<file path="config.mk">
export PLATFORM = sky130hd
export DESIGN_NAME = icache_tag_array
export DESIGN_NICKNAME = d
export VERILOG_FILES = /design/src/icache_pkg.sv /design/src/icache_tag_array.sv
export SDC_FILE = /design/constraint.sdc
export NUM_CORES = 1
export LEC_CHECK = 0
export BUFFER_PORTS_ARGS = -buffer_cell sky130_fd_sc_hd__buf_4
export CAP_MARGIN = 10
export CORE_UTILIZATION = 29
export DETAILED_ROUTE_END_ITERATION = 6
export PLACE_DENSITY = 0.4
export SETUP_SLACK_MARGIN = 0.02
export SLEW_MARGIN = 10
export SYNTH_ARGS = -nofsm -noshare
export SYNTH_HDL_FRONTEND = slang
export SYNTH_SLANG_ARGS = --single-unit
</file>
<file path="constraint.sdc">
create_clock -name clk_i -period 3.82 [get_ports clk_i]
set_input_delay 0.955 -clock clk_i [delete_from_list [all_inputs] [get_ports clk_i]]
set_output_delay 0.955 -clock clk_i [all_outputs]
set_load 0.1 [all_outputs]
</file>
<file path="src/icache_pkg.sv">
// icache package: cache geometry, address field widths and FSM state types
`default_nettype none

package icache_pkg;

  // ------------------------------------------------------------------------
  // geometry
  // ------------------------------------------------------------------------
  localparam int XLEN        = 32;              // data and address width
  localparam int BLOCK_BYTES = 16;              // bytes per line
  localparam int WAYS        = 2;
  localparam int SETS        = 16;              // sets per way

  // address fields, tag | index | word | byte
  localparam int BLK_OFF_BITS = $clog2(BLOCK_BYTES);
  localparam int IDX_BITS     = $clog2(SETS);
  localparam int TAG_BITS     = XLEN - IDX_BITS - BLK_OFF_BITS;
  localparam int WORD_LSB     = $clog2(XLEN / 8); // byte bits inside a word

  // line and burst
  localparam int BLK_BITS  = 8 * BLOCK_BYTES;   // bits per line
  localparam int BURST_LEN = BLK_BITS / XLEN;   // beats per refill
  localparam int BEAT_BITS = $clog2(BURST_LEN); // beat counter, word offset

  // victim selection
  localparam int WAY_BITS  = $clog2(WAYS);
  localparam int LFSR_BITS = 20;                // taps at 20 and 17

  // ------------------------------------------------------------------------
  // state types
  // ------------------------------------------------------------------------

  // core side: ARMED looks up, FILL waits on the bus, RECOVER re-reads
  typedef enum logic [1:0] {
    ARMED,
    FILL,
    RECOVER
  } lookup_state_e;

  // bus side
  typedef enum logic [1:0] {
    BUS_IDLE,
    WAIT4BIU,   // strobe out, waiting for stb_ack
    BURST       // counting beats
  } bus_state_e;

endpackage

`default_nettype wire
</file>
<file path="src/icache_tag_array.sv">
// icache tag array: per-way tags and valid bits, hit compare, LFSR victim choice
`default_nettype none

module icache_tag_array (
  input  logic                          clk_i,
  input  logic                          rst_ni,
  input  logic                          flush_i,       // clears every valid bit
  input  logic [icache_pkg::IDX_BITS-1:0] lookup_idx_i,
  input  logic [icache_pkg::TAG_BITS-1:0] lookup_tag_i,  // one cycle after idx
  input  logic                          fill_we_i,
  input  logic [icache_pkg::IDX_BITS-1:0] fill_idx_i,
  input  logic [icache_pkg::TAG_BITS-1:0] fill_tag_i,
  input  logic                          lfsr_hold_i,   // freeze victim while filling
  output logic [icache_pkg::WAYS-1:0]     way_hit_o,
  output logic [icache_pkg::WAYS-1:0]     victim_way_o   // one-hot
);
  import icache_pkg::*;

  logic [TAG_BITS-1:0]  tag_mem  [WAYS][SETS];
  logic [SETS-1:0]      valid_q  [WAYS];
  logic [TAG_BITS-1:0]  tag_rd_q [WAYS];       // registered tag read
  logic                 vld_rd_q [WAYS];       // registered valid read
  logic [LFSR_BITS-1:0] lfsr_q;

  // ------------------------------------------------------------------------
  // storage and compare, one slice per way
  // ------------------------------------------------------------------------
  for (genvar w = 0; w < WAYS; w++) begin : gen_way

    // tag RAM, read first
    always_ff @(posedge clk_i) begin
      if (fill_we_i && victim_way_o[w]) begin
        tag_mem[w][fill_idx_i] <= fill_tag_i;
      end
      tag_rd_q[w] <= tag_mem[w][lookup_idx_i];
    end

    // valid bits live in flops so a flush hits all sets at once
    always_ff @(posedge clk_i or negedge rst_ni) begin
      if (!rst_ni) begin
        valid_q[w] <= '0;
      end else if (flush_i) begin
        valid_q[w] <= '0;
      end else if (fill_we_i && victim_way_o[w]) begin
        valid_q[w][fill_idx_i] <= 1'b1;
      end
    end

    always_ff @(posedge clk_i or negedge rst_ni) begin
      if (!rst_ni) begin
        vld_rd_q[w] <= 1'b0;
      end else if (flush_i) begin
        vld_rd_q[w] <= 1'b0;                  // no stale hit right after flush
      end else begin
        vld_rd_q[w] <= valid_q[w][lookup_idx_i];
      end
    end

    assign way_hit_o[w] = vld_rd_q[w] & (tag_rd_q[w] == lookup_tag_i);
  end

  // ------------------------------------------------------------------------
  // pseudo-random victim
  // ------------------------------------------------------------------------
  // xnor feedback, all-zero reset state is legal
  always_ff @(posedge clk_i or negedge rst_ni) begin
    if (!rst_ni) begin
      lfsr_q <= '0;
    end else if (!lfsr_hold_i) begin
      lfsr_q <= {lfsr_q[LFSR_BITS-2:0], lfsr_q[LFSR_BITS-1] ~^ lfsr_q[LFSR_BITS-4]};
    end
  end

  assign victim_way_o = WAYS'(1) << lfsr_q[WAY_BITS-1:0]; // low bits pick the way

endmodule

`default_nettype wire

</file>
# --- After elaboration in Yosys (flattened, before gate mapping) ---
# Memory sizes are Yosys's and may differ from the RTL's.
# Cells that the tools add are included.
totals:
  elab_cells: 53
  regBits: 54
  out_inout_bits: 4
  mem_count: 2
  inputBits: 61
  ram_bits: 816
op_classes:
  n_mux: 24
  magnitude_cmp: 6
  n_reduce_logical: 6
  n_shift: 1
  n_bitwise: 7
  eq_ne: 2
memory_table:
  columns: ["name", "words", "width", "rd", "rd_ports_with_merged_regs", "wr", "line_no", "text"]
  rows:
  - ["tag_mem", 2, 384, 2, 0, 2, "icache_tag_array.sv:19", "logic [TAG_BITS-1:0] tag_mem [WAYS][SETS];"]
  - ["tag_rd_q", 2, 24, 2, 0, 2, "icache_tag_array.sv:21", "logic [TAG_BITS-1:0] tag_rd_q [WAYS];"]
op_table:
  columns: ["cell", "count"]
  rows:
  - ["2-to-1 mux 384 bit", 2]
  - ["binary-select mux 24 bit (select 4 bit)", 2]
  - ["2-to-1 mux 24 bit", 5]
  - ["demux 24 bit (select 4 bit)", 1]
  - ["2-to-1 mux 16 bit", 4]
  - ["== test 24 bit", 2]
  - ["OR 16 bit", 2]
  - [">= comparator 5 bit (second input constant)", 2]
  - ["less-than comparator 4 x 5 -> 1 bit (second input constant)", 2]
  - ["inverter 4 -> 5 bit", 2]
  - ["binary-select mux 1 bit (select 4 bit)", 2]
  - ["2-to-1 mux 1 bit", 7]
  - ["less-than comparator 5 x 1 -> 1 bit (second input constant)", 1]
  - ["demux 1 bit (select 4 bit)", 1]
  - [">= comparator 4 x 1 -> 1 bit (second input constant)", 1]
  - ["logical AND 1 bit", 4]
  - ["nonzero test 2 bit", 2]
  - ["AND 1 bit", 2]
  - ["left shift 1 x 1 -> 2 bit (first input constant)", 1]
  - ["bitwise XNOR 1 bit", 1]

# --- Longest topological paths before layout ---
# Gate-level depths: netlist of the first run.
depth:
  depth_word: 7
  mapped_depth: 7
  mapped_depth_nobuf: 4

# --- Worst setup path after synthesis of the first run ---
# Ideal clock, no wire load.
synth_path:
  kind: "input-to-output"
  from: "in lookup_tag_i[16] (netlist bit)"
  to: "out way_hit_o[0] (netlist bit)"
  path_slack_ns: -1.451
  n_path_buf: 0
  required_time_ns: 2.865
  stages: 4
  t_arrival_ns: 4.316
  cell_sequence: "xor2_1 -> nor4_1 -> nand3_1 -> nor4_1"
synth_via:
  elab_chain_len: 2
synth_rtl:
  columns: ["element", "line_no", "text"]
  rows:
  - ["from (decl)", "icache_tag_array.sv:9", "input logic [icache_pkg::TAG_BITS-1:0] lookup_tag_i,"]
  - ["== test 24 bit", "icache_tag_array.sv:59", "assign way_hit_o[w] = vld_rd_q[w] & (tag_rd_q[w] == lookup_tag_i);"]
  - ["AND 1 bit", "icache_tag_array.sv:59", null]
  - ["to (decl)", "icache_tag_array.sv:14", "output logic [icache_pkg::WAYS-1:0] way_hit_o,"]
# No other way between the ends.

==> impl_results.md, run 1 <==
* Status: complete, no violations
* Fillcell total at 10414
* Leakage at 12.6 nW
* Asr flop ratio synth at 6.21%
* Final Skew at 0.0254 ns
* Residual DRC at 0
* Placer Congestion at 0.748
* Most common cell in the synthesized netlist: edfxtp_1
* Slowest CP cell: dfxtp_1
* Post-synthesis area per instance at 21.6 sq um
* Post-synth top area share at 70.8%
* Routed len/inst at 28.2 um
* Sink Count at 870
* CTS tree: built
* Die area at 114000 sq um
* Synth Register Bits at 870
* Placed cells at 3058
* I/O pin count at 65
* Internal Pwr Total at 16.5 mW
* Clk_lat worst skew at 0.67 ns
* Worst EP arrival at 2.42 ns
* Cts hold-fix bufs at 0
* Part of the cycle the worst path needs at 88.2%
* H-tree levels at 3
* Die X at 337 um
* Via count at 15556
* PwrDens at 549 nW/um^2
* Min cycle time layout at 3.37 ns
* Synth area leader: edfxtp_1
* Layout cells sized above 1 at 31.4%
* ANT nets after route at 0
* Setup TNS at 0 ns
* Final hold slack at 0.350 ns
* Switching part of the total power at 22.5%
* Final setup viols at 0
* Antenna violations before repair at 10
* Synth area leaders: edfxtp_1 71%, mux4_2 14%, dfrtp_1 4.1%
* Final WL at 91.2 mm
* Max-Cap Viols at 0
* Aggregate global-route resource usage at 16.4%
* Final worst slack at 0.449 ns
* Row cnt at 122
* Finished Layout Cells at 3241
* Total iterations of the first detailed-routing run at 5
* Cell Chain, Critical Path: xor2_1 -> nor4_1 -> nand3_1 -> nor4_4 -> buf_4
* Largest stage delay, worst path at 0.61 ns
* CTS clk-pin slew, worst paths at 0.05 ns
* Clock share of power at 42.6%
* Crit-path max FO at 1
* Die Height at 337 um
* Top FF cell, synth: edfxtp_1
* Final hold viol count at 0
* Post-synth cell types at 34
* Post-layout util at 34.9%
* Vias per inst at 4.80
* DR iter-0 viols at 1288
* Mapped Area at 32600 sq um
* EDFF count, synth at 768
* Root Buffer: clkbuf_16
* Max-slew violation count at 0
* Crit path buffers/inverters at 1
* CTS Buf Count at 97
* Starting density of the core at 29.3%
* DP Worst Slack at 0.563 ns
* Vias in the first global route at 16463
* Sw power at 4.79 mW
* Port Buffers at 64
* Nature of the critical path endpoint: output port
* RSZ-0062 raised after global routing: false
* Maximum vdd ir drop at 405 uV
* Comb pwr share at 6.3%
* Setup crit start kind: register
* Remaining global-route overflow at 0
* Cells after synthesis at 1508
* Synth-to-layout area growth at 18.9%
* Hold Path Class: in2async
* Delay-heaviest family, CP: simple AND/OR/NAND/NOR gates
* Worst slew pin tran at 0.942 ns
* Synth Net Count at 1569
* Largest net degree at the start of global routing at 90
* Post-CTS Setup Bufs at 0
* Peak Freq at 297 MHz
* First-pass GRT wire length at 129 mm
* Slew margin rel. at 37.2%
* Seq/Total Area, Yosys at 77.8%
* YS warnings at 0
* Detailed Place HPWL at 53.8 mm
* Placeable Area at 111000 sq um
* Fin nets at 1730
* Clock Path Buffers at 3
* Synth cell count leaders: 768 x edfxtp_1, 196 x mux4_2, 96 x a22oi_1
* Flop pwr share at 51.1%
* Cts repair resizes at 0
* WS Path Type: reg2out
* Req. time, crit path at 2.86 ns
==> final cells by class <==
class	instances	area (sq um)	area share (%)
clock buffers	143	2810	7.26
repair buffers	139	1330	3.44
inverters	1	3.75	0.00968
well taps	1488	1860	4.80
flip-flops and latches	870	25400	65.5
diodes	1	2.50	0.00646
multi-input cells	560	7060	18.2
clock inverters	39	317	0.817
==> worst paths after layout <==
| path | start | endpoint | slack [ns] | depth (start not counted) |
|---|---|---|---|---|
| min | rst_ni | lfsr_q[6] | 0.35 | 1 |
| min in group clk_i | lfsr_q[1] | lfsr_q[1] | 0.48 | 2 |
| max in group asynchronous | rst_ni | valid_q[29] | 2.93 | 1 |
| max reg2reg | lfsr_q[0] | tag_mem[0][375] | 1.42 | 3 |
| max | tag_rd_q[0][40] | way_hit_o[1] | 0.45 | 5 |
| min reg2reg | lfsr_q[1] | lfsr_q[1] | 0.48 | 2 |
==> power by group through the flow <==
stage                     Combinational (mW)  Clock [mW]  Sequential (mW)
after CTS                               1.38        9.35             10.9
after global placement                  1.37           0             11.1
after global routing                    1.45        9.72             10.9
after floorplan                        0.802           0             10.9
final                                   1.34        9.08             10.9
after detailed placement                1.38           0             11.1
==> registers in the layout (all words and copies together), names as in the netlist <==
name / flops
tag_mem: 768
lfsr_q: 20
vld_rd_q: 2
valid_q: 32
tag_rd_q: 48
==> logic make-up after synthesis <==
group	after synthesis	share of synthesized area, %
simple gates	177	2.48
xor+xnor	49	1.32
mux	218	14.3
buf+inv	78	1.34
compound gates	116	2.73
flops	870	77.8
==> placed cells by master (no fill, tap or decap), types with 4 or more instances in the layout <==
master and instances:
edfxtp_1 768, mux4_2 196, buf_4 115, clkbuf_16 99, a22oi_1 96, nand2_1 54
dfrtp_1 54, dfxtp_1 48, nor2_1 44, xor2_1 31, clkbuf_1 27, clkinv_2 26
nor2_4 25, buf_12 22, xnor2_1 18, mux2_2 18, clkbuf_8 17, o21ba_2 10
nor3_2 8, nor2b_1 7, nor4_1 6, nand3_1 6, nand4_1 5, nand2b_1 5
clkinv_1 5, mux2i_1 4
==> metal layers <==
metal	wire length, um	GRT usage [%]
met1	40800	22.1
met2	43800	26.5
met3	4910	3.49
met4	1720	4.43
met5	60	0
==> per-stage QoR <==
| step | power [mW] | cell area [sq um] |
|---|---|---|
| floorplan | 11.7 | 32600 |
| global placement | 12.4 | 35600 |
| detailed placement | 12.5 | 35600 |
| CTS | 21.6 | 38800 |
| global route | 22.1 | 38800 |
| finish | 21.3 | 38800 |
==> worst register-to-register path, delay by kind of cell, from the launching register on <==
kind	cells	cell delay, ns
buffers and inverters	1	0.47
DFF	1	0.57
and+or+nand+nor	2	0.97
(Power assumes the default switching activity.)
==> inputs of run 2 (changes only) <==
Settings changed: CELL_PAD_IN_SITES_DETAIL_PLACEMENT from default to 1, CELL_PAD_IN_SITES_GLOBAL_PLACEMENT from default to 2, CTS_BUF_LIST from default to sky130_fd_sc_hd__clkbuf_2, PLACE_DENSITY 0.4 to 0.48, TNS_END_PERCENT from default to 100.
==> run 2 against run 1 <==
The run now ends with negative setup slack left. Clock skew increased by 0.14 ns. Sequential share of layout area increased by 0.92 points. Count of clock-buffer cells in the layout increased by 220. Wire length increased by 3.2%. First-iteration DRC count decreased by 13%. Worst hold slack got worse by 0.12 ns. Register-to-register slack got worse by 0.27 ns. Largest cell class unchanged.
==> impl_results.md, run 2 (synthesized netlist as in run 1, its figures left out) <==
* Status: finished with violations
* Failing checks: negative setup slack
* Starting density of the core at 29.3% (unchanged)
* Hold-critical path depth at 4
* Worst slew pin tran at 0.909 ns (-0.0330 ns)
* First-pass GRT wire length at 133 mm (+3.4%)
* Row cnt at 122 (unchanged)
* Layout cells sized above 1 at 39.2% (+7.8 points)
* Die Height at 337 um (unchanged)
* Placeable Area at 111000 sq um (unchanged)
* Max-Cap Viols at 0 (unchanged)
* Aggregate global-route resource usage at 16.9% (+0.57 points)
* Remaining global-route overflow at 0 (unchanged)
* Final WL at 94.2 mm (+3.2%)
* Fin nets at 1901 (+9.9%)
* Antenna violations before repair at 12 (+2)
* Min-delay src: lookup_idx_i[1]
* Min cycle time layout at 4.18 ns (+0.804 ns)
* Clk_lat worst skew at 1.48 ns (+0.81 ns)
* Clock Path Buffers at 3 (unchanged)
* Largest Register: tag_mem
* Part of the cycle the worst path needs at 109% (+21 points)
* Routed len/inst at 26.8 um (-4.9%)
* ANT nets after route at 0 (unchanged)
* Port Buffers at 64 (unchanged)
* RSZ-0062 raised after global routing: true
* H-tree levels at 4 (+1)
* Commonest non-fill, non-tap cell in the layout: edfxtp_1
* Vias per inst at 4.72 (-1.7%)
* Maximum vdd ir drop at 319 uV (-21%)
* Leakage at 12.9 nW (+2.3%)
* Post-layout util at 34.4% (-0.46 points)
* CP startpoint: tag_rd_q[0][13]
* Slew margin rel. at 39.4% (+2.2 points)
* Die area at 114000 sq um (unchanged)
* Detailed Place HPWL at 54.8 mm (+1.8%)
* Final Skew at 0.162 ns (+0.136 ns)
* Placer Congestion at 0.738 (-1.4%)
* PwrDens at 490 nW/um^2 (-11%)
* Via count at 16605 (+6.7%)
* Most frequent cells in the layout: 768 x edfxtp_1, 363 x clkbuf_2, 196 x mux4_2
* Biggest regs: tag_mem: 768 flops, tag_rd_q: 48 flops, valid_q: 32 flops
* Hold Path Class: in2reg
* Worst EP arrival at 3.22 ns (+0.80 ns)
* Max reg flops at 768 (unchanged)
* CTS tree: built
* Worst r2r path cells at 4 (+1)
* Vias in the first global route at 18342 (+11%)
* Nature of the critical path endpoint: output port
* Total iterations of the first detailed-routing run at 4 (-1)
* Final hold viol count at 0 (unchanged)
* Crit-path max FO at 1 (unchanged)
* Req. time, crit path at 2.86 ns (about the same)
* Final setup viols at 2 (+2)
* Peak Freq at 240 MHz (-19%)
* Residual DRC at 0 (unchanged)
* Setup crit start kind: register
* Sink Count at 870 (unchanged)
* Final worst slack at -0.355 ns (-0.804 ns)
* Max-slew violation count at 0 (unchanged)
* I/O pin count at 65 (unchanged)
* Critical R2R Launch: lfsr_q[0]
* DR iter-0 viols at 1121 (-13%)
* Largest net degree at the start of global routing at 49 (-46%)
* CTS Buf Count at 228 (+140%)
* WS Path Type: reg2out
* Fillcell total at 11246 (+8.0%)
* CTS clk-pin slew, worst paths at 0.10 ns (+0.05 ns)
* Root Buffer: clkbuf_2
* Synth-to-layout area growth at 17.4%
* Setup TNS at -0.429 ns (-0.429 ns)
* Die X at 337 um (unchanged)
run 2: changes by cell type in the layout (fill, tap and decap cells not counted), moves of 6 or more:
cell           previous run  this run
dfxtp_1                  48        38
clkinv_2                 26         6
clkbuf_2                  0       363
clkbuf_16                99         0
clkbuf_1                 27         0
dfxtp_2                   0         7
dlygate4sd3_1             0        41
buf_4                   115       109
clkinv_1                  5        32
clkbuf_8                 17         1
run 2: power by group:
part           total [mW]  switching [mW]  internal (mW)
Clock                6.52            3.86           2.66
Sequential           10.8           0.170           10.7
Combinational        1.41           0.855          0.553
Total                18.8            4.89           13.9
run 2: path summary, 6_finish.rpt:
| kind | endpoint | slack, ns |
|---|---|---|
| min | vld_rd_q[1] | 0.23 |
| max in group asynchronous | valid_q[23] | 2.84 |
| min in group asynchronous | valid_q[22] | 0.52 |
| min reg2reg | valid_q[20] | 0.50 |
| max reg2reg | tag_mem[0][72] | 1.15 |
| max | way_hit_o[0] | -0.36 |
run 2: layout make-up:
type | count | area [sq um] | share of cell area [%]
sequential | 870 | 25400 | 66.4
clock inverter | 51 | 295 | 0.772
tap | 1488 | 1860 | 4.87
multi-input combinational | 560 | 7070 | 18.5
clock buffer | 363 | 1820 | 4.75
inverter | 1 | 3.75 | 0.00981
timing repair buffer | 179 | 1800 | 4.70
antenna | 6 | 15.0 | 0.0392
run 2: critical path: stages (launching register included):
cell	delay (ns)
dfxtp_4	0.38
xor2_1	0.15
nor4_1	0.26
nand3_1	0.17
nor4_4	0.53
buf_12	0.25
run 2: repair_timing:
| action | in CTS | in global routing |
|---|---|---|
| hold endpoints to repair | 1032 | 0 |
| gates cloned | 0 | 0 |
| pin swaps | 7 | 6 |
| setup endpoints to repair | 2 | 2 |
| hold buffers | 42 | 0 |
| buffers inserted | 0 | 0 |
| gates resized for setup | 13 | 6 |
run 2: through the flow:
stage | instances | cell area (sq um) | setup WS, ns | hold WS (ns) | power [mW]
3_3_place_gp | 3056 | 35600 | 0.256 | 0.474 | 12.4
5_1_grt | 3517 | 38300 | -0.625 | 0.112 | 19.7
2_1_floorplan | 1508 | 32600 | 0.106 | 0.449 | 11.7
4_1_cts | 3512 | 38200 | -0.658 | 0.0237 | 19.2
3_5_place_dp | 3056 | 35600 | 0.286 | 0.480 | 12.5
6_report | 3518 | 38300 | -0.355 | 0.232 | 18.8
run 2: layer usage:
layer / track usage, % / vias up / part of all wire, %
met4: 5.20 / 6 / 2.0
met1: 24.1 / 8976 / 47
met2: 25.8 / 406 / 46
met5: 0 / - / 0.041
li1: - / 7061 / -
met3: 3.67 / 156 / 4.6
