--- src/icache_pkg.sv ---
// icache package: cache geometry, address field widths and FSM state types
`default_nettype none

package icache_pkg;

  // ------------------------------------------------------------------------
  // geometry
  // ------------------------------------------------------------------------
  localparam int XLEN        = 32;              // data and address width
  localparam int BLOCK_BYTES = 16;              // bytes per line
  localparam int WAYS        = 2;
  localparam int SETS        = 16;              // sets per way

  // address fields, tag | index | word | byte
  localparam int BLK_OFF_BITS = $clog2(BLOCK_BYTES);
  localparam int IDX_BITS     = $clog2(SETS);
  localparam int TAG_BITS     = XLEN - IDX_BITS - BLK_OFF_BITS;
  localparam int WORD_LSB     = $clog2(XLEN / 8); // byte bits inside a word

  // line and burst
  localparam int BLK_BITS  = 8 * BLOCK_BYTES;   // bits per line
  localparam int BURST_LEN = BLK_BITS / XLEN;   // beats per refill
  localparam int BEAT_BITS = $clog2(BURST_LEN); // beat counter, word offset

  // victim selection
  localparam int WAY_BITS  = $clog2(WAYS);
  localparam int LFSR_BITS = 20;                // taps at 20 and 17

  // ------------------------------------------------------------------------
  // state types
  // ------------------------------------------------------------------------

  // core side: ARMED looks up, FILL waits on the bus, RECOVER re-reads
  typedef enum logic [1:0] {
    ARMED,
    FILL,
    RECOVER
  } lookup_state_e;

  // bus side
  typedef enum logic [1:0] {
    BUS_IDLE,
    WAIT4BIU,   // strobe out, waiting for stb_ack
    BURST       // counting beats
  } bus_state_e;

endpackage

`default_nettype wire
--- src/icache_refill_ctrl.sv ---
// icache refill controller with lookup and bus FSMs, wrapping burst refill and core response
`default_nettype none

module icache_refill_ctrl (
  input  logic                          clk_i,
  input  logic                          rst_ni,
  // core
  input  logic                          req_i,
  input  logic [icache_pkg::XLEN-1:0]     adr_i,
  output logic                          ack_o,
  output logic                          err_o,
  output logic [icache_pkg::XLEN-1:0]     q_o,
  // arrays
  input  logic [icache_pkg::WAYS-1:0]     way_hit_i,
  input  logic [icache_pkg::BLK_BITS-1:0] line_q_i,
  input  logic [icache_pkg::WAYS-1:0]     victim_way_i,
  output logic [icache_pkg::IDX_BITS-1:0] lookup_idx_o,
  output logic [icache_pkg::TAG_BITS-1:0] lookup_tag_o,
  output logic                          lfsr_hold_o,
  output logic                          fill_we_o,
  output logic [icache_pkg::IDX_BITS-1:0] fill_idx_o,
  output logic [icache_pkg::TAG_BITS-1:0] fill_tag_o,
  output logic [icache_pkg::WAYS-1:0]     fill_way_o,
  output logic [icache_pkg::BLK_BITS-1:0] fill_line_o,
  // bus
  output logic                          biu_stb_o,
  output logic [icache_pkg::XLEN-1:0]     biu_adr_o,
  input  logic                          biu_stb_ack_i,
  input  logic                          biu_ack_i,
  input  logic [icache_pkg::XLEN-1:0]     biu_q_i,
  input  logic                          biu_err_i
);
  import icache_pkg::*;

  lookup_state_e lk_state_q;
  bus_state_e    bus_state_q;

  // request side
  logic                           pend_q;       // request waiting for ack or err
  logic [XLEN-1:WORD_LSB]         adr_q;        // word address of that request
  logic [BURST_LEN-1:0][XLEN-1:0] hit_line;

  // refill side
  logic [XLEN-1:WORD_LSB]         fill_wadr_q;  // missed word address held for the fill
  logic [BEAT_BITS-1:0]           beat_cnt_q;
  logic [BEAT_BITS-1:0]           wptr_q;       // wrapping word slot of the next beat
  logic [BURST_LEN-1:0][XLEN-1:0] line_buf_q;
  logic [BURST_LEN-1:0][XLEN-1:0] line_asm;

  logic lookup_hit;
  logic miss;
  logic beat;
  logic first_beat;
  logic last_beat;
  logic bus_err;
  logic burst_end;

  // ------------------------------------------------------------------------
  // request capture and lookup
  // ------------------------------------------------------------------------
  always_ff @(posedge clk_i or negedge rst_ni) begin
    if (!rst_ni) begin
      pend_q <= 1'b0;
    end else if (req_i) begin
      pend_q <= 1'b1;
    end else if (ack_o || err_o) begin
      pend_q <= 1'b0;
    end
  end

  always_ff @(posedge clk_i) begin
    if (req_i) adr_q <= adr_i[XLEN-1:WORD_LSB];
  end

  // a new request reads straight away and the held one is read otherwise
  // (RECOVER relies on this to see the freshly filled line)
  assign lookup_idx_o = req_i ? adr_i[BLK_OFF_BITS +: IDX_BITS]
                              : adr_q[BLK_OFF_BITS +: IDX_BITS];
  assign lookup_tag_o = adr_q[XLEN-1 -: TAG_BITS];  // compared a cycle later

  // hit or miss is only decided in ARMED
  assign lookup_hit = (lk_state_q == ARMED) & pend_q &  (|way_hit_i);
  assign miss       = (lk_state_q == ARMED) & pend_q & ~(|way_hit_i);

  // ------------------------------------------------------------------------
  // lookup FSM
  // ------------------------------------------------------------------------
  always_ff @(posedge clk_i or negedge rst_ni) begin
    if (!rst_ni) begin
      lk_state_q <= ARMED;
    end else begin
      case (lk_state_q)
        ARMED:   if (miss) lk_state_q <= FILL;
        FILL:    if (burst_end) lk_state_q <= RECOVER;
        RECOVER: lk_state_q <= ARMED;       // arrays were written last cycle so re-read
        default: lk_state_q <= ARMED;
      endcase
    end
  end

  // victim stays put from the miss cycle up to the tag write
  assign lfsr_hold_o = (lk_state_q == FILL) | miss;

  // ------------------------------------------------------------------------
  // bus FSM
  // ------------------------------------------------------------------------
  assign beat       = (bus_state_q == BURST) & biu_ack_i & ~biu_err_i;
  assign bus_err    = (bus_state_q == BURST) & biu_err_i;
  assign first_beat = (beat_cnt_q == '0);   // carries the requested word
  assign last_beat  = beat & (beat_cnt_q == BEAT_BITS'(BURST_LEN - 1));
  assign burst_end  = last_beat | bus_err;

  always_ff @(posedge clk_i or negedge rst_ni) begin
    if (!rst_ni) begin
      bus_state_q <= BUS_IDLE;
    end else begin
      case (bus_state_q)
        BUS_IDLE: if (miss) bus_state_q <= WAIT4BIU;
        WAIT4BIU: if (biu_stb_ack_i) bus_state_q <= BURST;
        BURST:    if (burst_end) bus_state_q <= BUS_IDLE;
        default:  bus_state_q <= BUS_IDLE;
      endcase
    end
  end

  // beat counter and wrapping word pointer
  always_ff @(posedge clk_i or negedge rst_ni) begin
    if (!rst_ni) begin
      beat_cnt_q <= '0;
      wptr_q     <= '0;
    end else if (miss) begin
      beat_cnt_q <= '0;
      wptr_q     <= adr_q[BLK_OFF_BITS-1:WORD_LSB];   // start at missed word
    end else if (beat) begin
      beat_cnt_q <= beat_cnt_q + 1'b1;
      wptr_q     <= wptr_q + 1'b1;                    // wraps inside the line
    end
  end

  always_ff @(posedge clk_i) begin
    if (miss) fill_wadr_q <= adr_q;
    if (beat) line_buf_q[wptr_q] <= biu_q_i;
  end

  assign biu_stb_o = (bus_state_q == WAIT4BIU);
  assign biu_adr_o = {fill_wadr_q, {WORD_LSB{1'b0}}};

  // ------------------------------------------------------------------------
  // fill write
  // ------------------------------------------------------------------------
  // last beat goes straight into the line and skips the buffer
  always_comb begin
    line_asm         = line_buf_q;
    line_asm[wptr_q] = biu_q_i;
  end

  assign fill_we_o   = last_beat;
  assign fill_idx_o  = fill_wadr_q[BLK_OFF_BITS +: IDX_BITS];
  assign fill_tag_o  = fill_wadr_q[XLEN-1 -: TAG_BITS];
  assign fill_way_o  = victim_way_i;
  assign fill_line_o = line_asm;

  // ------------------------------------------------------------------------
  // core response
  // ------------------------------------------------------------------------
  assign hit_line = line_q_i;

  assign ack_o = lookup_hit | (beat & first_beat);
  assign err_o = bus_err;                   // any error beat is reported
  assign q_o   = (bus_state_q == BURST) ? biu_q_i
                                        : hit_line[adr_q[BLK_OFF_BITS-1:WORD_LSB]];

endmodule

`default_nettype wire

--- config.mk ---
export PLATFORM = sky130hd
export DESIGN_NAME = icache_refill_ctrl
export DESIGN_NICKNAME = d
export VERILOG_FILES = /design/src/icache_pkg.sv /design/src/icache_refill_ctrl.sv
export SDC_FILE = /design/constraint.sdc
export NUM_CORES = 1
export LEC_CHECK = 0
export BUFFER_PORTS_ARGS = -buffer_cell sky130_fd_sc_hd__clkbuf_2
export CELL_PAD_IN_SITES_DETAIL_PLACEMENT = 0
export CELL_PAD_IN_SITES_GLOBAL_PLACEMENT = 2
export CORE_MARGIN = 5
export CORE_UTILIZATION = 25
export CTS_BUF_LIST = sky130_fd_sc_hd__clkbuf_2 sky130_fd_sc_hd__clkbuf_4 sky130_fd_sc_hd__clkbuf_8
export CTS_CLUSTER_SIZE = 24
export DETAILED_ROUTE_END_ITERATION = 10
export PLACE_DENSITY_LB_ADDON = 0.1
export SLEW_MARGIN = 10
export SYNTH_ARGS = -nofsm -noshare
export SYNTH_HDL_FRONTEND = slang
export SYNTH_SLANG_ARGS = --single-unit
export TNS_END_PERCENT = 10
--- constraint.sdc ---
create_clock -name clk_i -period 5.9 [get_ports clk_i]
set_input_delay 1.475 -clock clk_i [delete_from_list [all_inputs] [get_ports clk_i]]
set_output_delay 1.475 -clock clk_i [all_outputs]
set_load 0.1 [all_outputs]
After elaboration in Yosys (flattened, before gate mapping)
Cells that the tools add are included. W data, S select, Z words.

Bits in registers: 197. Bits of input ports: 202. Output and inout bits: 255. Word-level logic and storage cells: 67.

$add $sub $neg: 2. Magnitude comparators: 3. Eq/ne operators: 9. Mux-type cells: 19. Bitwise gates (word level): 13. Reductions and logical operators: 10.

Operators by type and width (number): $bwmux W128 (1); $mux W32 (3); $bmux W32 S2 (1); $demux W32 S2 (1); $mux W2 (8); $and A1 B1 Y1 (8); $ne A2 B2 Y1 const B (4); $logic_not A2 Y1 (3); $lt A2 B3 Y1 const B (2); $pmux W2 S3 (1); $add A2 B1 Y2 const B (2); $eq A2 B1 Y1 const B (2); $eq A2 B2 Y1 const B (2); $mux W4 (1); $pmux W2 S2 (1); $reduce_bool A2 Y1 (2); $or A1 B1 Y1 (3); $reduce_and A3 Y1 (1); $ge A2 B1 Y1 const B (1); $mux W1 (2); $ne A2 B1 Y1 const B (1); $not A1 Y1 (2); $reduce_and A2 Y1 (1); $reduce_or A2 Y1 (1); 2 further kinds (2).

Logic depth before layout (Yosys ltp)
Gate-level depths: netlist of the first run.

Depth in word-level cells: 8. Depth in mapped cells: 5. Depth with buffers taken out: 4.

Least setup slack after synthesis of the first run
OpenSTA, ideal clock, no wires.

Path kind: input to output. Start: input port biu_ack_i. End: output port fill_we_o. Arrival time: 4267 ps. Required time: 4425 ps. Slack: 158 ps. Stages on the path: 3. Buffers on the path: 1. Cells stage by stage: nor4bb_1 > buf_2 > and2_1.

Longest elaborated chain between the ends: 3.

Ends and longest elaborated chain: start: declaration (RTL line icache_refill_ctrl.sv:29) `input logic biu_ack_i,`; $and A1 B1 Y1 (2 in series) (RTL line icache_refill_ctrl.sv:107) `assign beat = (bus_state_q == BURST) & biu_ack_i & ~biu_err_i;`; via beat (RTL line icache_refill_ctrl.sv:52) `logic beat;`; $and A1 B1 Y1 (RTL line icache_refill_ctrl.sv:110) `assign last_beat = beat & (beat_cnt_q == BEAT_BITS'(BURST_LEN - 1));`; end: declaration (RTL line icache_refill_ctrl.sv:20) `output logic fill_we_o,`.

The timed path passes the listed nets, and every way through them passes these cells.

Worst setup path in the final report of the first run
Start: register adr_q[2] in the netlist's numbering. End: output port q_o[10] in the netlist's numbering.

Longest elaborated chain between the ends: 3.

Ends and longest elaborated chain: start: declaration (RTL line icache_refill_ctrl.sv:40) `logic [XLEN-1:WORD_LSB] adr_q;`; start signal: assignment (RTL line icache_refill_ctrl.sv:72) `if (req_i) adr_q <= adr_i[XLEN-1:WORD_LSB];`; $bmux W32 S2 (RTL line icache_refill_ctrl.sv:171) `: hit_line[adr_q[BLK_OFF_BITS-1:WORD_LSB]];`; $mux W32 (implied by the code) (RTL line icache_refill_ctrl.sv:171); $mux W32 (RTL line icache_refill_ctrl.sv:170) `assign q_o = (bus_state_q == BURST) ? biu_q_i`; end: declaration (RTL line icache_refill_ctrl.sv:12) `output logic [icache_pkg::XLEN-1:0] q_o,`.

Every way passes these cells. The select of a mux whose other input is x is not followed.

==> Flow_metrics.wiki, run 1 <==
{| class="wikitable"
! Metric !! Value
|-
| Outcome || completed
|-
| Antenna-violating nets left || 0
|-
| Number of instances resized during post-cts repair || 0
|-
| Most used standard cell by instance count after synthesis || sky130_fd_sc_hd__edfxtp_1
|-
| Cell-by-cell listing of the critical path || buf_12, mux4_2, nand2_1, nand2_1, clkbuf_2
|-
| Net Switching || 4.47 mW
|-
| Post-detailed-route via-to-cell ratio || 4.38
|-
| Minimum period implied by the final worst setup slack || 4.38 ns
|-
| Proportion of netlist area held by the largest area contributor || 0.606
|-
| Highest Clock Rate || 228 MHz
|-
| Number of failing setup endpoints in the final timing report || 0
|-
| Global-route wire length before repair || 47500 µm
|-
| Max-cap viol count || 0
|-
| Kind of capture point of the worst setup path || output port
|-
| Core ar. || 36700 µm²
|-
| Vias after detailed routing || 6405
|-
| Post-CTS setup repair buffer count || 0
|-
| Headroom to the max-slew limit || 0.361
|-
| EDFF count, synth || 188
|-
| Top metal layer carrying routed signals || met5
|-
| Final Slew Violations || 0
|-
| Post-layout nets || 1188
|-
| Via count of the first global-routing pass || 6871
|-
| WS Path Type || flop to output port
|-
| Number of warnings issued by yosys || 0
|-
| Height of the die || 203 µm
|-
| Sequential share of power || 0.242
|-
| Rows || 70
|-
| Unique masters post-synth || 31
|-
| Initial antenna violation count || 4
|-
| DR WL met2 || 17000 µm
|-
| Part of the total power dissipated in the clock network || 0.122
|-
| Clock latency on the worst-skew pair || 0.48 ns
|-
| Total global routing overflow || 0
|-
| Weighted congestion at the end of routability-driven global placement || 0.752
|-
| Buffers plus inverters on the worst setup path || 2
|-
| Post-synthesis register bit count || 197
|-
| Cell taking the most area after synthesis || sky130_fd_sc_hd__edfxtp_1
|-
| Die outline area || 41200 µm²
|-
| Summed area of non-filler cells in the final layout || 12100 µm²
|-
| Final HPWL from detailed placement || 25800 µm
|-
| Post-detailed-placement cell area || 11700 µm²
|-
| Detailed-routing iteration count for the pre-antenna-repair pass || 4
|-
| Startpoint type of the worst setup path || flop
|-
| Count of final hold-check violations || 0
|-
| H-tree depth reported by CTS || 4
|-
| WL per Instance || 22.8 µm
|-
| Total power divided by cell area || 606 nW/µm²
|-
| Required time of the critical path || 4.43 ns
|-
| Clock transition time at the flip-flop clock pins of the worst setup and hold paths || 0.12 ns
|-
| CTS tree || yes
|-
| Final Skew || 0.0122 ns
|-
| Fraction of final layout cells with drive strength greater than 1 || 0.670
|-
| Initial detailed-routing violation count || 223
|-
| I/O pin cnt || 457
|-
| Sw frac || 0.609
|-
| Slowest Stage Delay on Critical Path || 0.84 ns
|-
| Number of cells produced by synthesis || 590
|-
| Routed Wire Length || 33300 µm
|-
| Average size of a mapped cell || 15.8 µm²
|-
| Number of hold-repair buffers added at the cts stage || 0
|-
| Netlist area before placement || 9320 µm²
|-
| Maximum clock path buffer count || 2
|-
| Layout overhead on the synthesized area || 30.2%
|-
| Pin count of the biggest net entering global routing || 55
|-
| Buffers added on ports || 448
|-
| CP max stage cell || sky130_fd_sc_hd__edfxtp_1
|-
| Asr flop ratio synth || 0.0457
|-
| Worst Hold Class || flop to flop
|-
| Largest vdd supply drop || 0.000243 V
|-
| Setup TNS || 0 ns
|-
| Root buffer cell || sky130_fd_sc_hd__clkbuf_8
|-
| Initial cell density of the core || 0.254
|-
| Power share of the combinational group || 0.636
|-
| CP Max Fanout || 25
|-
| List of most frequent post-synthesis cells || sky130_fd_sc_hd__edfxtp_1 (188), sky130_fd_sc_hd__mux2_2 (133), sky130_fd_sc_hd__nand2_1 (100), sky130_fd_sc_hd__buf_4 (56), sky130_fd_sc_hd__mux4_2 (32)
|-
| Routed wire length on met3 || 2790 µm
|-
| Delay-heaviest family, CP || flip-flops
|-
| Cell-internal power || 2.88 mW
|-
| Share of the clock period used by the worst path after layout || 0.742
|-
| RSZ-0062 raised after global routing || no
|-
| Sequential fraction of the synthesis area || 0.630
|-
| Combined global-route utilization of all metal layers || 0.157
|-
| Drt drc || 0
|-
| Leakage component of the power || 5.10 nW
|-
| Metal-1 WL || 13200 µm
|-
| Pin slew with the least headroom to its limit || 0.958 ns
|-
| Worst hold slack across all endpoints || 0.458 ns
|-
| Leading cell types by total area after synthesis || sky130_fd_sc_hd__edfxtp_1 (61%), sky130_fd_sc_hd__mux2_2 (16%), sky130_fd_sc_hd__mux4_2 (7.7%)
|-
| Number of CTS-inserted buffers || 17
|-
| Total power of the final layout || 7.35 mW
|-
| Most common cell type on the critical path || sky130_fd_sc_hd__nand2_1
|-
| Crit path DAT || 2.91 ns
|-
| Die width || 203 µm
|-
| Clock sink count || 197
|-
| Final design utilization || 0.331
|-
| Most common flop cell mapped by yosys || sky130_fd_sc_hd__edfxtp_1
|}
[cell families after synthesis]
| group | synth area share |
|---|---|
| flops | 0.630 |
| buf+inv | 0.0627 |
| xor+xnor | 0.00188 |
| other cells | 0.000403 |
| simple gates | 0.0498 |
| compound gates | 0.00443 |
| mux | 0.242 |
| fa+ha+maj | 0.00806 |
[path summary, 6_finish.rpt]
path	end	cells past startpoint	slack, ns	startpoint
worst max-delay path	q_o[10]	5	1.52	adr_q[2]$_DFFE_PP_
max in group asynchronous	pend_q$_DFFE_PN0P_	1	4.86	rst_ni
min in group asynchronous	bus_state_q[1]$_DFFE_PN0P_	1	0.84	rst_ni
worst min-delay path	fill_wadr_q[8]$_DFFE_PP_	0	0.46	adr_q[8]$_DFFE_PP_
worst min register to register	fill_wadr_q[8]$_DFFE_PP_	0	0.46	adr_q[8]$_DFFE_PP_
worst max register to register	beat_cnt_q[1]$_DFFE_PN0P_	5	3.37	bus_state_q[0]$_DFFE_PN0P_
[through the flow]
stage | worst slack, ns | cells
6_report | 1.52 | 1462
5_1_grt | 1.27 | 1461
3_3_place_gp | 1.61 | 1429
3_5_place_dp | 1.58 | 1429
4_1_cts | 1.33 | 1461
2_1_floorplan | 0.158 | 591
[placed cells by master, fill, tap and decap left out, drive strengths merged]
cell	count
clkbuf	465
edfxtp	188
mux2	135
nand2	100
mux4	32
buf	12
inv	10
dfrtp	9
clkinv	9
ha	6
nor2	3
xnor2	2
a21oi	2
conb	2
nor2b	2
nand2b	2
diode	1
or3b	1
or3	1
nor4bb	1
and2	1
o21bai	1
or2b	1
o21ai	1
or4	1
a41o	1
nor3	1
a22o	1
mux2i	1
clkinvlp	1
bufinv	1
[cell type report]
type / instances / area [µm²]
inverter: 6 / 22.5
sequential: 197 / 5870
tap: 468 / 586
clock buffer: 17 / 234
antenna: 1 / 2.50
fill: 3759 / 24600
multi-input combinational: 298 / 2900
clock inverter: 15 / 171
timing repair buffer: 460 / 2340
[state kept, by name (all words and copies together), names as in the netlist]
name,flops
adr_q,30
beat_cnt_q,2
bus_state_q,2
fill_wadr_q,30
line_buf_q,128
lk_state_q,2
pend_q,1
wptr_q,2
[power groups by stage]
stage | combinational, mW | sequential, mW | clock (mW)
3_5_place_dp | 4.76 | 1.82 | 0
2_1_floorplan | 3.81 | 1.93 | 0
6_report | 4.68 | 1.78 | 0.895
4_1_cts | 4.76 | 1.78 | 0.948
5_1_grt | 4.85 | 1.80 | 1.00
3_3_place_gp | 4.76 | 1.81 | 0
[per-layer routing]
layer / vias up / GRT usage
met4: 6 / 0.0313
met3: 22 / 0.0570
li1: 2921 / -
met1: 3181 / 0.185
met2: 275 / 0.278
met5: - / 0
(Power assumes the default switching activity.)
==> run 2: changes to the inputs <==
Settings changed: ABC_AREA set to 1.
Clock period 5.9 ns to 3.5 ns, I/O delays scaled along.
==> Flow_metrics.wiki, run 2 <==
{| class="wikitable"
! Metric !! Value
|-
| Final HPWL from detailed placement || 28500 µm
|-
| Worst Hold Class || primary input to async pin
|-
| Proportion of netlist area held by the largest area contributor || 0.599
|-
| Crit path DAT || 2.51 ns
|-
| Outcome || completed
|-
| Fraction of final layout cells with drive strength greater than 1 || 0.381
|-
| I/O pin cnt || 457
|-
| Combined global-route utilization of all metal layers || 0.173
|-
| Drt drc || 0
|-
| Largest vdd supply drop || 0.000283 V
|-
| Via count of the first global-routing pass || 7817
|-
| Startpoint type of the worst setup path || flop
|-
| Height of the die || 204 µm
|-
| Most common flop cell mapped by yosys || sky130_fd_sc_hd__edfxtp_1
|-
| Clock sink count || 197
|-
| Initial antenna violation count || 1
|-
| Worst hold slack across all endpoints || 0.217 ns
|-
| Kind of capture point of the worst setup path || output port
|-
| Required time of the critical path || 2.62 ns
|-
| Routed Wire Length || 37400 µm
|-
| Headroom to the max-slew limit || 0.438
|-
| Count of final hold-check violations || 0
|-
| Root buffer cell || sky130_fd_sc_hd__clkbuf_8
|-
| Least setup slack across all paths after layout || 0.118 ns
|-
| Unique masters post-synth || 24
|-
| Die width || 204 µm
|-
| Most used standard cell by instance count after synthesis || sky130_fd_sc_hd__nor2_1
|-
| List of most frequent post-synthesis cells || sky130_fd_sc_hd__nor2_1 (256), sky130_fd_sc_hd__edfxtp_1 (188), sky130_fd_sc_hd__a21oi_1 (124), sky130_fd_sc_hd__nand2_1 (95), sky130_fd_sc_hd__o21ai_1 (71)
|-
| Die outline area || 41700 µm²
|-
| Maximum clock path buffer count || 2
|-
| Sequential fraction of the synthesis area || 0.623
|-
| Number of CTS-inserted buffers || 17
|-
| Clock latency on the worst-skew pair || 0.50 ns
|-
| Final Skew || 0.0134 ns
|-
| Number of failing setup endpoints in the final timing report || 0
|-
| Post-detailed-route via-to-cell ratio || 4.21
|-
| Number of cells produced by synthesis || 958
|-
| Weighted congestion at the end of routability-driven global placement || 0.746
|-
| Setup TNS || 0 ns
|-
| Post-synthesis register bit count || 197
|-
| Core ar. || 37400 µm²
|-
| Filler Cells Inserted || 3988
|-
| Number of hold-repair buffers added at the cts stage || 0
|-
| R2R Path End || line_buf_q[84]$_DFFE_PP_
|-
| RSZ-0062 raised after global routing || yes
|-
| Max-cap viol count || 0
|-
| Reg-to-Reg Start || bus_state_q[1]$_DFFE_PN0P_
|-
| Total power divided by cell area || 435 nW/µm²
|-
| Number of placed cells counting well taps || 1828
|-
| Max FFs per register || 128
|-
| Minimum period implied by the final worst setup slack || 3.38 ns
|-
| Highest Clock Rate || 296 MHz
|-
| Netlist area before placement || 9420 µm²
|-
| Leading cell types by total area after synthesis || sky130_fd_sc_hd__edfxtp_1 (60%), sky130_fd_sc_hd__nor2_1 (10%), sky130_fd_sc_hd__a21oi_1 (6.6%)
|-
| Initial cell density of the core || 0.252
|-
| Antenna-violating nets left || 0
|-
| Final Slew Violations || 0
|-
| Vias after detailed routing || 7840
|-
| EDFF count, synth || 188
|-
| Area of the multi-input gates || 2690 µm²
|-
| Most common cell after layout, fill and taps aside || sky130_fd_sc_hd__clkbuf_2
|-
| Buffers added on ports || 448
|-
| Initial detailed-routing violation count || 407
|-
| H-tree depth reported by CTS || 4
|-
| Post-layout nets || 1544
|-
| Count of cells along the worst register-to-register path || 5
|-
| Rows || 71
|-
| FF/Latch Area || 5870 µm²
|-
| Number of warnings issued by yosys || 0
|-
| Clock transition time at the flip-flop clock pins of the worst setup and hold paths || 0.11 ns
|-
| Leakage component of the power || 5.37 nW
|-
| Most used cells in the layout excluding fill and tap cells || sky130_fd_sc_hd__clkbuf_2 (358), sky130_fd_sc_hd__nor2_1 (255), sky130_fd_sc_hd__edfxtp_1 (188)
|-
| CP Max Fanout || 22
|-
| WS Path Type || flop to output port
|-
| Pin slew with the least headroom to its limit || 0.843 ns
|-
| Minimum setup slack after placement || 0.434 ns
|-
| Detailed-routing iteration count for the pre-antenna-repair pass || 4
|-
| Pin count of the biggest net entering global routing || 133
|-
| CTS tree || yes
|-
| Largest register by flop count || line_buf_q
|-
| WL per Instance || 20.1 µm
|-
| Total global routing overflow || 0
|-
| Asr flop ratio synth || 0.0457
|-
| Setup slack of the worst register-to-register path || 1.44 ns
|-
| Layout Cells excl Fill || 1861
|-
| Average size of a mapped cell || 9.84 µm²
|-
| Cell taking the most area after synthesis || sky130_fd_sc_hd__edfxtp_1
|-
| Share of the clock period used by the worst path after layout || 0.966
|-
| Global-route wire length before repair || 53500 µm
|-
| Layout overhead on the synthesized area || 36.7%
|-
| Registers with the most flip-flops || line_buf_q (128), adr_q (30), fill_wadr_q (30)
|}
-- run 2: layout make-up --
class / instances / area share
flip-flops and latches: 197 / 0.456
repair buffers: 468 / 0.239
multi-input cells: 601 / 0.209
well taps: 511 / 0.0496
clock buffers: 18 / 0.0187
inverters: 51 / 0.0153
clock inverters: 14 / 0.0127
diodes: 1 / 0.000194
-- run 2: cells by family (layout without fill, tap and decap cells) --
logic type,Yosys count,after routing,synth area share
muxes,4,4,0.00478
other,1,3,0.000398
buffers and inverters,161,551,0.0961
and+or+nand+nor,364,364,0.148
AOI/OAI and AO/OA,225,225,0.120
adders and majority gates,6,6,0.00797
DFF,197,197,0.623
-- run 2: worst max-delay path by stage --
stage                     slack, ns                   from               to  cells after the start
after floorplan               -0.43            biu_q_i[20]          q_o[20]                      2
after global placement         0.48  wptr_q[0]$_DFFE_PN0P_  fill_line_o[75]                      6
after detailed placement       0.43  wptr_q[0]$_DFFE_PN0P_  fill_line_o[75]                      6
after CTS                    0.0007  wptr_q[0]$_DFFE_PN0P_   fill_line_o[1]                      6
after global routing          -0.07  wptr_q[1]$_DFFE_PN0P_  fill_line_o[46]                      6
final                          0.12  wptr_q[1]$_DFFE_PN0P_  fill_line_o[59]                      6
-- run 2: power by group --
part           internal [mW]  leakage (nW)  switching, mW
Combinational          0.389          3.69           1.05
Clock                  0.606         0.193          0.946
Sequential              2.59          1.49         0.0142
Total                   3.59          5.37           2.01
-- run 2: timing repair --
item / CTS / global route
setup endpoints to repair: 23 / 54
endpoints found under the hold margin: 0 / 0
buffers inserted: 0 / 0
gates resized for setup: 22 / 64
-- run 2: per-layer routing --
metal	global-route usage	vias to the layer above	part of all wire
li1	-	3932	-
met1	0.218	3653	0.43
met2	0.288	224	0.48
met3	0.0551	29	0.065
met4	0.0493	2	0.021
met5	0	-	0.00035
-- run 2: per-stage QoR --
stage | util | total power, mW | instance area (µm²)
final | 0.344 | 5.60 | 12900
after floorplan | - | 3.64 | 9430
after global placement | 0.330 | 4.11 | 12400
after CTS | 0.343 | 5.71 | 12800
after global routing | 0.344 | 5.85 | 12900
after detailed placement | 0.330 | 4.12 | 12400
-- run 2: worst max-delay path, cell delays in order, from the launching register on --
cell                      delay [ns]
sky130_fd_sc_hd__dfrtp_1        0.46
sky130_fd_sc_hd__inv_1          0.11
sky130_fd_sc_hd__ha_2           0.47
sky130_fd_sc_hd__buf_12         0.22
sky130_fd_sc_hd__nor2_1         0.06
sky130_fd_sc_hd__a21oi_1        0.18
sky130_fd_sc_hd__buf_2          0.48
